$ cat config.mk
export PLATFORM = sky130hd
export DESIGN_NAME = draw_controller
export DESIGN_NICKNAME = d
export VERILOG_FILES = /design/src/draw_pkg.sv /design/src/draw_controller.sv /design/src/draw_frame_sequencer.sv /design/src/sprite_addr_gen.sv /design/src/sprite_fetch.sv
export VERILOG_INCLUDE_DIRS = /design/src
export SDC_FILE = /design/constraint.sdc
export NUM_CORES = 1
export LEC_CHECK = 0
export ABC_AREA = 1
export BUFFER_PORTS_ARGS = -buffer_cell sky130_fd_sc_hd__buf_2
export CAP_MARGIN = 10
export CORE_MARGIN = 2
export CORE_UTILIZATION = 40
export CTS_CLUSTER_DIAMETER = 40
export DETAILED_ROUTE_END_ITERATION = 8
export GPL_TIMING_DRIVEN = 0
export PLACE_DENSITY_LB_ADDON = 0.25
export SETUP_SLACK_MARGIN = 0.1
export SLEW_MARGIN = 10
export SYNTH_ARGS = -nofsm -noshare
export SYNTH_HDL_FRONTEND = slang
export SYNTH_SLANG_ARGS = --single-unit
$ cat constraint.sdc
create_clock -name CLK -period 7.53 [get_ports CLK]
set_clock_uncertainty 0.05 [all_clocks]
set_input_delay 0 -clock CLK [delete_from_list [all_inputs] [get_ports CLK]]
set_output_delay 0 -clock CLK [all_outputs]
set_load 0.03 [all_outputs]
$ cat src/draw_config.svh
/* fixed screen layout, sprite base addresses and memory read latency
   of the draw controller, included by every block that needs them */

`ifndef DRAW_CONFIG_SVH
`define DRAW_CONFIG_SVH

// lanes of the play field
`define DRAW_ROWS 4
`define ROW_TOP 200
`define ROW_HEIGHT 60
`define BUTTON_X 420 // key indicators start here

// button sprites, 60x60 each, stored column by column
`define ADDR_DOWN_BUTTON 19080
`define ADDR_UP_BUTTON 22680

// judgment signs
`define ADDR_PERFECT 4800
`define ADDR_GREAT 6336
`define ADDR_GOOD 7872
`define ADDR_BAD 9408
`define ADDR_MISS 10944
`define SIGN_W 24
`define SIGN_H 64
`define SIGN_Y 453
`define SIGN_X_PERFECT 396
`define SIGN_X_GREAT 356
`define SIGN_X_GOOD 316
`define SIGN_X_BAD 276
`define SIGN_X_MISS 236

// registered address to color capture
`define SPRITE_RD_LATENCY 3

`endif

$ cat src/draw_pkg.sv
/* types shared by the draw controller blocks
   and its testbench */

`default_nettype none

package draw_pkg;

	typedef logic [9:0] coord_t; // vga column or line
	typedef logic [14:0] sprite_addr_t;
	typedef logic [15:0] sprite_word_t;
	typedef logic [3:0] nibble_t;
	typedef logic [3:0] row_mask_t; // one bit per lane
	typedef logic [31:0] play_pos_t;

	// pixel request from the vga scanner
	typedef struct packed {
		logic req;
		coord_t x;
		coord_t y;
	} vga_req_t;

	typedef struct packed {
		nibble_t r;
		nibble_t g;
		nibble_t b;
	} rgb_t;

	typedef enum logic [1:0] {
		s_idle,
		s_refresh_strobe,
		s_refresh_wait,
		s_done
	} seq_state_t;

endpackage

`default_nettype wire

$ cat src/draw_controller.sv
/* top of the per-frame draw controller
   frame sequencer, sprite address generator and sprite fetch */

`timescale 1ns/1ps
`default_nettype none

module draw_controller (
	input wire CLK,
	input wire RESET_L,
	input wire sig_on,
	input wire draw_pkg::play_pos_t current_pixel,
	input wire draw_pkg::row_mask_t key_down,
	output logic sig_done,
	output logic vga_reset,
	output draw_pkg::row_mask_t refresh_on,
	output logic buffer_sel,
	output draw_pkg::play_pos_t refresh_pixel,
	output draw_pkg::row_mask_t next_line,
	input wire draw_pkg::row_mask_t refresh_done,
	input wire draw_pkg::vga_req_t vga,
	output draw_pkg::rgb_t color,
	output draw_pkg::sprite_addr_t ds_addr,
	output logic ds_en,
	input wire draw_pkg::sprite_word_t ds_data
);

	logic first_frame;
	logic issue;
	logic blank;

	draw_frame_sequencer i_sequencer (
		.CLK(CLK),
		.RESET_L(RESET_L),
		.sig_on(sig_on),
		.current_pixel(current_pixel),
		.refresh_done(refresh_done),
		.sig_done(sig_done),
		.vga_reset(vga_reset),
		.first_frame(first_frame),
		.buffer_sel(buffer_sel),
		.refresh_on(refresh_on),
		.refresh_pixel(refresh_pixel)
	);

	sprite_addr_gen i_addr_gen (
		.CLK(CLK),
		.RESET_L(RESET_L),
		.vga(vga),
		.key_down(key_down),
		.first_frame(first_frame),
		.ds_addr(ds_addr),
		.issue(issue),
		.blank(blank),
		.next_line(next_line)
	);

	sprite_fetch i_fetch (
		.CLK(CLK),
		.RESET_L(RESET_L),
		.issue(issue),
		.blank(blank),
		.ds_data(ds_data),
		.ds_en(ds_en),
		.color(color)
	);

endmodule

`default_nettype wire

$ cat src/draw_frame_sequencer.sv
/* per-frame bookkeeping and lane refresh sequencing
   each start strobe flips the ping-pong buffer and refreshes lanes 0 to 3 in turn */

`timescale 1ns/1ps
`default_nettype none

`include "draw_config.svh"

module draw_frame_sequencer (
	input wire CLK,
	input wire RESET_L,
	input wire sig_on,
	input wire draw_pkg::play_pos_t current_pixel,
	input wire draw_pkg::row_mask_t refresh_done,
	output logic sig_done,
	output logic vga_reset,
	output logic first_frame,
	output logic buffer_sel,
	output draw_pkg::row_mask_t refresh_on,
	output draw_pkg::play_pos_t refresh_pixel
);

	import draw_pkg::*;

	seq_state_t state, state_next;
	logic [1:0] row; // lane being refreshed
	logic working;

	always_ff @(posedge CLK) begin
		if (!RESET_L) begin
			working <= 1'b0;
			first_frame <= 1'b1;
			buffer_sel <= 1'b0;
			state <= s_idle;
			row <= '0;
		end else begin
			if (sig_on) begin
				working <= 1'b1;
				buffer_sel <= !buffer_sel;
				if (working)
					first_frame <= 1'b0; // second start, display buffer now valid
			end
			state <= state_next;
			if (state == s_idle)
				row <= '0;
			else if (state == s_refresh_wait && refresh_done[row])
				row <= row + 1'b1;
		end
	end

	// position the column controllers work from
	always_ff @(posedge CLK) begin
		if (sig_on)
			refresh_pixel <= current_pixel;
	end

	always_comb begin
		state_next = state;
		case (state)
			s_idle: begin
				if (sig_on)
					state_next = s_refresh_strobe;
			end
			s_refresh_strobe:
				state_next = s_refresh_wait;
			s_refresh_wait: begin
				if (refresh_done[row])
					state_next = (row == 2'(`DRAW_ROWS - 1)) ? s_done : s_refresh_strobe;
			end
			s_done:
				state_next = s_idle;
			default:
				state_next = s_idle;
		endcase
	end

	assign refresh_on = (state == s_refresh_strobe) ? row_mask_t'(1) << row : '0;
	assign sig_done = state == s_done;
	assign vga_reset = !working;

endmodule

`default_nettype wire

$ cat src/sprite_addr_gen.sv
/* turns each vga pixel request into a registered sprite memory address
   plus issue or blank pulse, and flags the last line of each lane */

`timescale 1ns/1ps
`default_nettype none

`include "draw_config.svh"

module sprite_addr_gen (
	input wire CLK,
	input wire RESET_L,
	input wire draw_pkg::vga_req_t vga,
	input wire draw_pkg::row_mask_t key_down,
	input wire first_frame,
	output draw_pkg::sprite_addr_t ds_addr,
	output logic issue,
	output logic blank,
	output draw_pkg::row_mask_t next_line
);

	import draw_pkg::*;

	localparam int n_signs = 5;

	// perfect, great, good, bad, miss
	localparam sprite_addr_t sign_base [n_signs] = '{
		`ADDR_PERFECT, `ADDR_GREAT, `ADDR_GOOD, `ADDR_BAD, `ADDR_MISS
	};
	localparam coord_t sign_left [n_signs] = '{
		`SIGN_X_PERFECT, `SIGN_X_GREAT, `SIGN_X_GOOD, `SIGN_X_BAD, `SIGN_X_MISS
	};

	sprite_addr_t addr_next;

	always_comb begin
		int top;
		addr_next = '0; // note area and background
		for (int r = 0; r < `DRAW_ROWS; r++) begin
			top = `ROW_TOP + r * `ROW_HEIGHT;
			if (vga.y >= top && vga.y < top + `ROW_HEIGHT && vga.x >= `BUTTON_X) begin
				// key indicator, sprite stored column by column
				addr_next = sprite_addr_t'((key_down[r] ? `ADDR_DOWN_BUTTON : `ADDR_UP_BUTTON)
					+ (vga.x - `BUTTON_X) * `ROW_HEIGHT + (vga.y - top));
			end
		end
		for (int s = 0; s < n_signs; s++) begin
			if (vga.x >= sign_left[s] && vga.x < sign_left[s] + `SIGN_W &&
					vga.y >= `SIGN_Y && vga.y < `SIGN_Y + `SIGN_H) begin
				addr_next = sprite_addr_t'(sign_base[s]
					+ (vga.x - sign_left[s]) * `SIGN_H + (vga.y - `SIGN_Y));
			end
		end
	end

	always_ff @(posedge CLK) begin
		if (!RESET_L) begin
			issue <= 1'b0;
			blank <= 1'b0;
		end else begin
			issue <= vga.req && !first_frame;
			blank <= vga.req && first_frame; // nothing drawn yet, show black
		end
	end

	always_ff @(posedge CLK) begin
		if (vga.req)
			ds_addr <= addr_next;
	end

	// bottom edge of each lane
	always_comb begin
		for (int r = 0; r < `DRAW_ROWS; r++)
			next_line[r] = vga.req && vga.y == `ROW_TOP + (r + 1) * `ROW_HEIGHT;
	end

endmodule

`default_nettype wire

$ cat src/sprite_fetch.sv
/* sprite memory read side
   reads stay in flight for a fixed latency, then the color is registered */

`timescale 1ns/1ps
`default_nettype none

`include "draw_config.svh"

module sprite_fetch (
	input wire CLK,
	input wire RESET_L,
	input wire issue,
	input wire blank,
	input wire draw_pkg::sprite_word_t ds_data,
	output logic ds_en,
	output draw_pkg::rgb_t color
);

	localparam int lat = `SPRITE_RD_LATENCY;

	logic [lat-1:0] issue_dly; // reads in flight
	logic [lat-1:0] blank_dly;

	assign ds_en = issue;

	always_ff @(posedge CLK) begin
		if (!RESET_L) begin
			issue_dly <= '0;
			blank_dly <= '0;
			color <= '0;
		end else begin
			issue_dly <= {issue_dly[lat-2:0], issue};
			blank_dly <= {blank_dly[lat-2:0], blank};
			if (issue_dly[lat-1]) begin
				color.r <= ds_data[3:0];
				color.g <= ds_data[7:4];
				color.b <= ds_data[11:8];
			end else if (blank_dly[lat-1]) begin
				color <= '0;
			end
		end
	end

endmodule

`default_nettype wire

==> results of run 1 <==
-- worst register-to-register path, stage by stage, from the launching register on --
cell and delay, ps:
dfxtp_1 340, inv_1 160, nand2_1 70, a32o_1 260, nor3_1 140, inv_1 100, o211ai_1 160, inv_1 50
-- sequential cells by signal, indices dropped and copies added (netlist names) --
signal	flops
i_addr_gen.blank	1
i_sequencer.first_frame	1
i_sequencer.row	2
i_sequencer.buffer_sel	1
i_sequencer.state	2
i_addr_gen.ds_addr	15
i_addr_gen.issue	1
i_fetch.blank_dly	3
i_sequencer.refresh_pixel	32
i_sequencer.working	1
i_fetch.issue_dly	3
i_fetch.color	12
-- through the flow --
| stage | util, % | hold slack, ps | instances | total power, mW |
|---|---|---|---|---|
| after floorplan | - | 48.9 | 1307 | 3.11 |
| after global placement | 45.1 | 127 | 1774 | 3.77 |
| after detailed placement | 45.1 | 128 | 1774 | 3.85 |
| after CTS | 48.4 | 65.2 | 1836 | 4.37 |
| after global routing | 48.4 | 88.8 | 1836 | 4.87 |
| final | 48.4 | 67.5 | 1836 | 4.37 |
-- routing by layer --
| metal | track usage [%] | up-vias |
|---|---|---|
| li1 | - | 4673 |
| met3 | 2.68 | 30 |
| met1 | 27.0 | 4218 |
| met2 | 37.3 | 224 |
| met4 | 4.71 | 0 |
| met5 | 0 | - |
-- power by group --
part | total (mW) | internal [mW] | switching [mW]
logic | 3.39 | 1.31 | 2.08
clock network | 0.476 | 0.324 | 0.152
registers | 0.505 | 0.494 | 0.0115
total | 4.37 | 2.13 | 2.24
-- worst max-delay path by stage --
stage                     depth (start not counted)     from  slack, ps                endpoint
after floorplan                                  33  vga[15]       2520  i_addr_gen.ds_addr[14]
after global placement                           28  vga[12]       1230  i_addr_gen.ds_addr[12]
after detailed placement                         28  vga[12]       1120  i_addr_gen.ds_addr[12]
after CTS                                        28  vga[12]       1450  i_addr_gen.ds_addr[12]
after global routing                             35  vga[12]       1090  i_addr_gen.ds_addr[14]
final                                            28  vga[12]       1420  i_addr_gen.ds_addr[12]
-- kinds of logic (layout without fill, tap and decap cells) --
family | Yosys count | after routing | share of synthesized area, %
flops | 74 | 74 | 20.0
xor+xnor | 101 | 101 | 9.07
simple gates | 417 | 417 | 18.8
buf+inv | 281 | 486 | 11.1
mux | 1 | 1 | 0.103
compound gates | 241 | 241 | 14.1
fa+ha+maj | 192 | 192 | 26.8
-- cells in the final DEF, fill, tap and decap left out, types with 22 or more instances in the layout --
| cell | Yosys | routed |
|---|---|---|
| nor2_1 | 95 | 95 |
| o21ai_0 | 45 | 45 |
| dlygate4sd3_1 | 0 | 46 |
| nand2_1 | 203 | 203 |
| edfxtp_1 | 47 | 47 |
| xor2_1 | 79 | 79 |
| ha_1 | 164 | 164 |
| nand3_1 | 47 | 47 |
| dfxtp_1 | 27 | 27 |
| buf_2 | 11 | 154 |
| xnor2_1 | 22 | 22 |
| a21oi_1 | 122 | 122 |
| fa_1 | 28 | 28 |
| inv_1 | 241 | 241 |
-- cell type report --
type / instances / area, µm² / area share, %
multi-input combinational: 952 / 6720 / 57.5
sequential: 74 / 1950 / 16.7
timing repair buffer: 189 / 1180 / 10.1
inverter: 262 / 986 / 8.45
tap: 324 / 405 / 3.47
clock buffer: 11 / 233 / 1.99
clock inverter: 5 / 104 / 0.890
buffer: 19 / 100 / 0.857
==> results.sh, run 1 <==
export IMPL_track_usage_pct=20.9
export IMPL_tns_ps=0
export IMPL_synthTopCellsByArea="ha_1 21%, edfxtp_1 14%, inv_1 9.3%"
export IMPL_async_flop_share_pct=0
export IMPL_period_needed_ps=6110
export IMPL_syn_area_per_cell_um2=7.46
export IMPL_die_w_um=160
export IMPL_grt_start_max_net_pins=36
export IMPL_clkTransAtPathRegs_ps=50
export IMPL_num_vias=9145
export IMPL_slowest_delay_ps=620
export IMPL_rows=57
export IMPL_finalHoldViolCount=0
export IMPL_fillCellCount=2421
export IMPL_port_buffers=143
export IMPL_worstSetupPathType="input pin to register"
export IMPL_dr_wl_met3_um=1300
export IMPL_status="complete, no violations"
export IMPL_place_ws_ps=1120
export IMPL_hold_class="input pin to register"
export IMPL_worst_slew_pin_slew_ps=829
export IMPL_yosys_warnings=0
export IMPL_design_die_area_um2=25700
export IMPL_overflow=0
export IMPL_ys_ff_latch=74
export IMPL_clock_sinks=74
export IMPL_power_density_nw_per_um2=374
export IMPL_netlist_area_um2=9760
export IMPL_vdd_drop_max_mv=0.340
export IMPL_synth_edf_count=47
export IMPL_syn_inst=1307
export IMPL_critical_path_slowest_cell="xor2_1"
export IMPL_min_to="i_addr_gen.blank"
export IMPL_rr_worst_depth=7
export IMPL_cp_num_buf_inv=9
export IMPL_drive_above_1_share_pct=14.8
export IMPL_wl_met2_um=12800
export IMPL_r2r_slack_ps=6080
export IMPL_whs_path_depth=3
export IMPL_cts_buffer_depth=2
export IMPL_hold_buffers=46
export IMPL_synth_largest_area_cell="ha_1"
export IMPL_cts_tree="built"
export IMPL_grt_pass1_vias=9005
export IMPL_worstHoldStart="vga[20]"
export IMPL_n_antenna_cell=0
export IMPL_drc_errors=0
export IMPL_core_um2=24100
export IMPL_fin_ws_ps=1420
export IMPL_place_congestion=0.886
export IMPL_via_per_inst=4.98
export IMPL_required_ps=7510
export IMPL_crit_path_end_kind="register"
export IMPL_boundaryPins=151
export IMPL_cts_buffers=9
export IMPL_slew_violations=0
export IMPL_drtAntennaViolNets=0
export IMPL_design_area_um2=11700
export IMPL_yosys_area_top_type_share_pct=21.0
export IMPL_r2r_start="i_sequencer.row[0]"
export IMPL_grt_pass1_wl_um=43600
export IMPL_clockRootBuffer="clkbuf_16"
export IMPL_place_area_um2=10900
export IMPL_die_y_um=160
export IMPL_highest_layer="met4"
export IMPL_min_period_over_period_pct=81.2
export IMPL_r2r_end="i_sequencer.row[1]"
export IMPL_synth_cell_type_count=57
export IMPL_start_util_pct=40.5
export IMPL_nets=1779
export IMPL_antenna_found_initial=0
export IMPL_max_freq_ghz=0.164
export IMPL_synth_most_common_cell="inv_1"
export IMPL_ys_seq_area_share_pct=20.0
export IMPL_start_kind="input pin"
export IMPL_avgRoutedWirePerCell_um=14.5
export IMPL_cts_setup_buffers=0
export IMPL_cp_data_arrival_time_ps=6090
export IMPL_maxCapViolCount=0
export IMPL_crit_path_frequent_cell="inv_1"
export IMPL_clk_latency_ps=320
export IMPL_relSlewSlack_pct=44.7
export IMPL_synth_nets=1579
export IMPL_synth_main_ff_cell="edfxtp_1"
export IMPL_hpwl_um=22200
export IMPL_cts_resized=0
export IMPL_dr_pass1_iters=7
export IMPL_finalWirelength_um=26600
export IMPL_finalSetupViolCount=0
export IMPL_leakagePower_nw=6.06
export IMPL_synth_common_cells="241 x inv_1, 203 x nand2_1, 164 x ha_1"
export IMPL_met1Wirelength_um=12100
export IMPL_path_delay_family="adder cells"
export IMPL_drt_iter0_drc=448
export IMPL_rsz0062_at_grt="no"
export IMPL_crit_path_max_fanout=8
export IMPL_htreeDepth=3
export IMPL_syn_to_final_growth_pct=19.7
(Power assumes the default switching activity.)
==> inputs of run 2 (changes only) <==
Clock period 7.53 ns to 5.6 ns, I/O delays scaled along.
==> results.sh, run 2 (same netlist as run 1, synthesis figures left out) <==
export IMPL_clockRootBuffer="clkbuf_16"
export IMPL_track_usage_pct=21.0
export IMPL_relSlewSlack_pct=44.7
export IMPL_die_w_um=160
export IMPL_num_vias=9196
export IMPL_power_density_nw_per_um2=520
export IMPL_hpwl_um=22200
export IMPL_whs_path_depth=3
export IMPL_drtAntennaViolNets=0
export IMPL_drc_errors=0
export IMPL_cts_buffers=9
export IMPL_status="complete, no violations"
export IMPL_fin_cells=1849
export IMPL_regMostFlops="i_sequencer.refresh_pixel"
export IMPL_design_die_area_um2=25700
export IMPL_slew_violations=0
export IMPL_dr_pass1_iters=5
export IMPL_crit_path_max_fanout=8
export IMPL_largest_register_ffs=32
export IMPL_cts_buffer_depth=2
export IMPL_max_freq_ghz=0.194
export IMPL_drive_above_1_share_pct=17.6
export IMPL_grt_start_max_net_pins=36
export IMPL_start_kind="input pin"
export IMPL_design_area_um2=11900
export IMPL_top_regs="i_sequencer.refresh_pixel: 32 flops, i_addr_gen.ds_addr: 15 flops, i_fetch.color: 12 flops"
export IMPL_worst_slew_pin_slew_ps=830
export IMPL_min_period_over_period_pct=92.0
export IMPL_rsz0062_at_grt="no"
export IMPL_core_um2=24100
export IMPL_clkTransAtPathRegs_ps=50
export IMPL_finalSetupViolCount=0
export IMPL_overflow=0
export IMPL_drt_iter0_drc=497
export IMPL_period_needed_ps=5150
export IMPL_final_cell_mix="235 x inv_1, 199 x nand2_1, 160 x ha_1, 151 x buf_2, 118 x a21oi_1"
export IMPL_avgRoutedWirePerCell_um=14.7
export IMPL_r2r_slack_ps=4150
export IMPL_cts_tree="built"
export IMPL_port_buffers=143
export IMPL_hold_class="input pin to register"
export IMPL_worstHoldStart="vga[20]"
export IMPL_fin_hold_ws_ps=67.0
export IMPL_min_to="i_addr_gen.blank"
export IMPL_r2r_end="i_sequencer.row[1]"
export IMPL_cp_data_arrival_time_ps=5140
export IMPL_grt_pass1_vias=9035
export IMPL_htreeDepth=3
export IMPL_required_ps=5590
export IMPL_critPathLaunch="vga[13]"
export IMPL_multi_input_area_um2=6870
export IMPL_vdd_drop_max_mv=0.462
export IMPL_finalWirelength_um=27200
export IMPL_crit_path_end_kind="register"
export IMPL_clock_sinks=74
export IMPL_rr_worst_depth=7
export IMPL_power_mw=6.21
export IMPL_fillCellCount=2389
export IMPL_place_area_um2=10900
export IMPL_antenna_found_initial=0
export IMPL_dp_cells=1774
export IMPL_clk_latency_ps=320
export IMPL_leakagePower_nw=6.15
export IMPL_start_util_pct=40.5
export IMPL_die_y_um=160
export IMPL_rows=57
export IMPL_worstSetupPathType="input pin to register"
export IMPL_n_antenna_cell=0
export IMPL_register_area_um2=1950
export IMPL_syn_to_final_growth_pct=22.4
export IMPL_via_per_inst=4.97
export IMPL_nets=1792
export IMPL_finalHoldViolCount=0
export IMPL_maxCapViolCount=0
export IMPL_place_congestion=0.886
export IMPL_r2r_start="i_sequencer.row[0]"
export IMPL_boundaryPins=151
export IMPL_grt_pass1_wl_um=43700
export IMPL_final_common_cell="inv_1"
## run 2: cell types whose count changed in the layout (fill, tap and decap cells not counted), sizes merged
cell / delta
buf: +13
## run 2: worst max-delay path by stage
stage / to / slack (ps) / cells past startpoint
after CTS: i_addr_gen.ds_addr[14] / 110 / 36
after floorplan: i_addr_gen.ds_addr[14] / 590 / 33
after global routing: i_addr_gen.ds_addr[14] / 90 / 35
after detailed placement: i_addr_gen.ds_addr[12] / -810 / 28
final: i_addr_gen.ds_addr[12] / 450 / 25
after global placement: i_addr_gen.ds_addr[12] / -700 / 28
## run 2: stage by stage
| stage | worst slack [ps] | TNS (ps) | utilization (%) |
|---|---|---|---|
| global route | 85.9 | 0 | 49.5 |
| floorplan | 592 | 0 | - |
| CTS | 113 | 0 | 48.7 |
| detailed placement | -812 | -2530 | 45.1 |
| finish | 448 | 0 | 49.5 |
| global placement | -703 | -2090 | 45.1 |
## run 2: critical path: stages
cell and delay [ps]:
buf_4 160, inv_2 70, ha_4 280, inv_1 120
ha_1 330, xnor2_1 170, fa_1 530, inv_1 50
ha_1 340, inv_1 80, o21bai_2 100, xor2_2 170
buf_4 170, fa_1 500, inv_1 40, ha_1 340
a21oi_1 150, o21ai_0 130, a21oi_2 210, o21ai_1 110
or2_2 270, nand3_1 100, nand4_1 190, a221oi_2 340
o2111ai_1 170
## run 2: what timing repair did
action / CTS / global route
hold buffers: 46 / 0
endpoints found under the setup margin: 5 / 5
resized for setup: 10 / 40
hold endpoints to repair: 51 / 0
pin swaps: 2 / 9
setup buffers: 3 / 10
## run 2: layout make-up
type                       instances  share of cell area (%)
multi-input combinational        952                    57.5
sequential                        74                    16.3
timing repair buffer             202                    10.7
inverter                         262                    8.30
tap                              324                    3.40
clock buffer                      11                    1.95
clock inverter                     5                   0.870
buffer                            19                   0.870
## run 2: report_power, final
part	leakage (nW)	internal, mW	switching [mW]	total [mW]
registers	0.677	0.664	0.0154	0.680
logic	5.31	1.96	2.93	4.89
clock network	0.164	0.435	0.204	0.639
total	6.15	3.06	3.15	6.21
## run 2: per-layer routing
metal | GRT usage (%) | vias up | routed length, µm
met4 | 4.63 | 0 | 499
met2 | 37.5 | 203 | 13000
met5 | 0 | - | 0
met3 | 2.68 | 30 | 1200
met1 | 27.2 | 4263 | 12400
li1 | - | 4700 | -
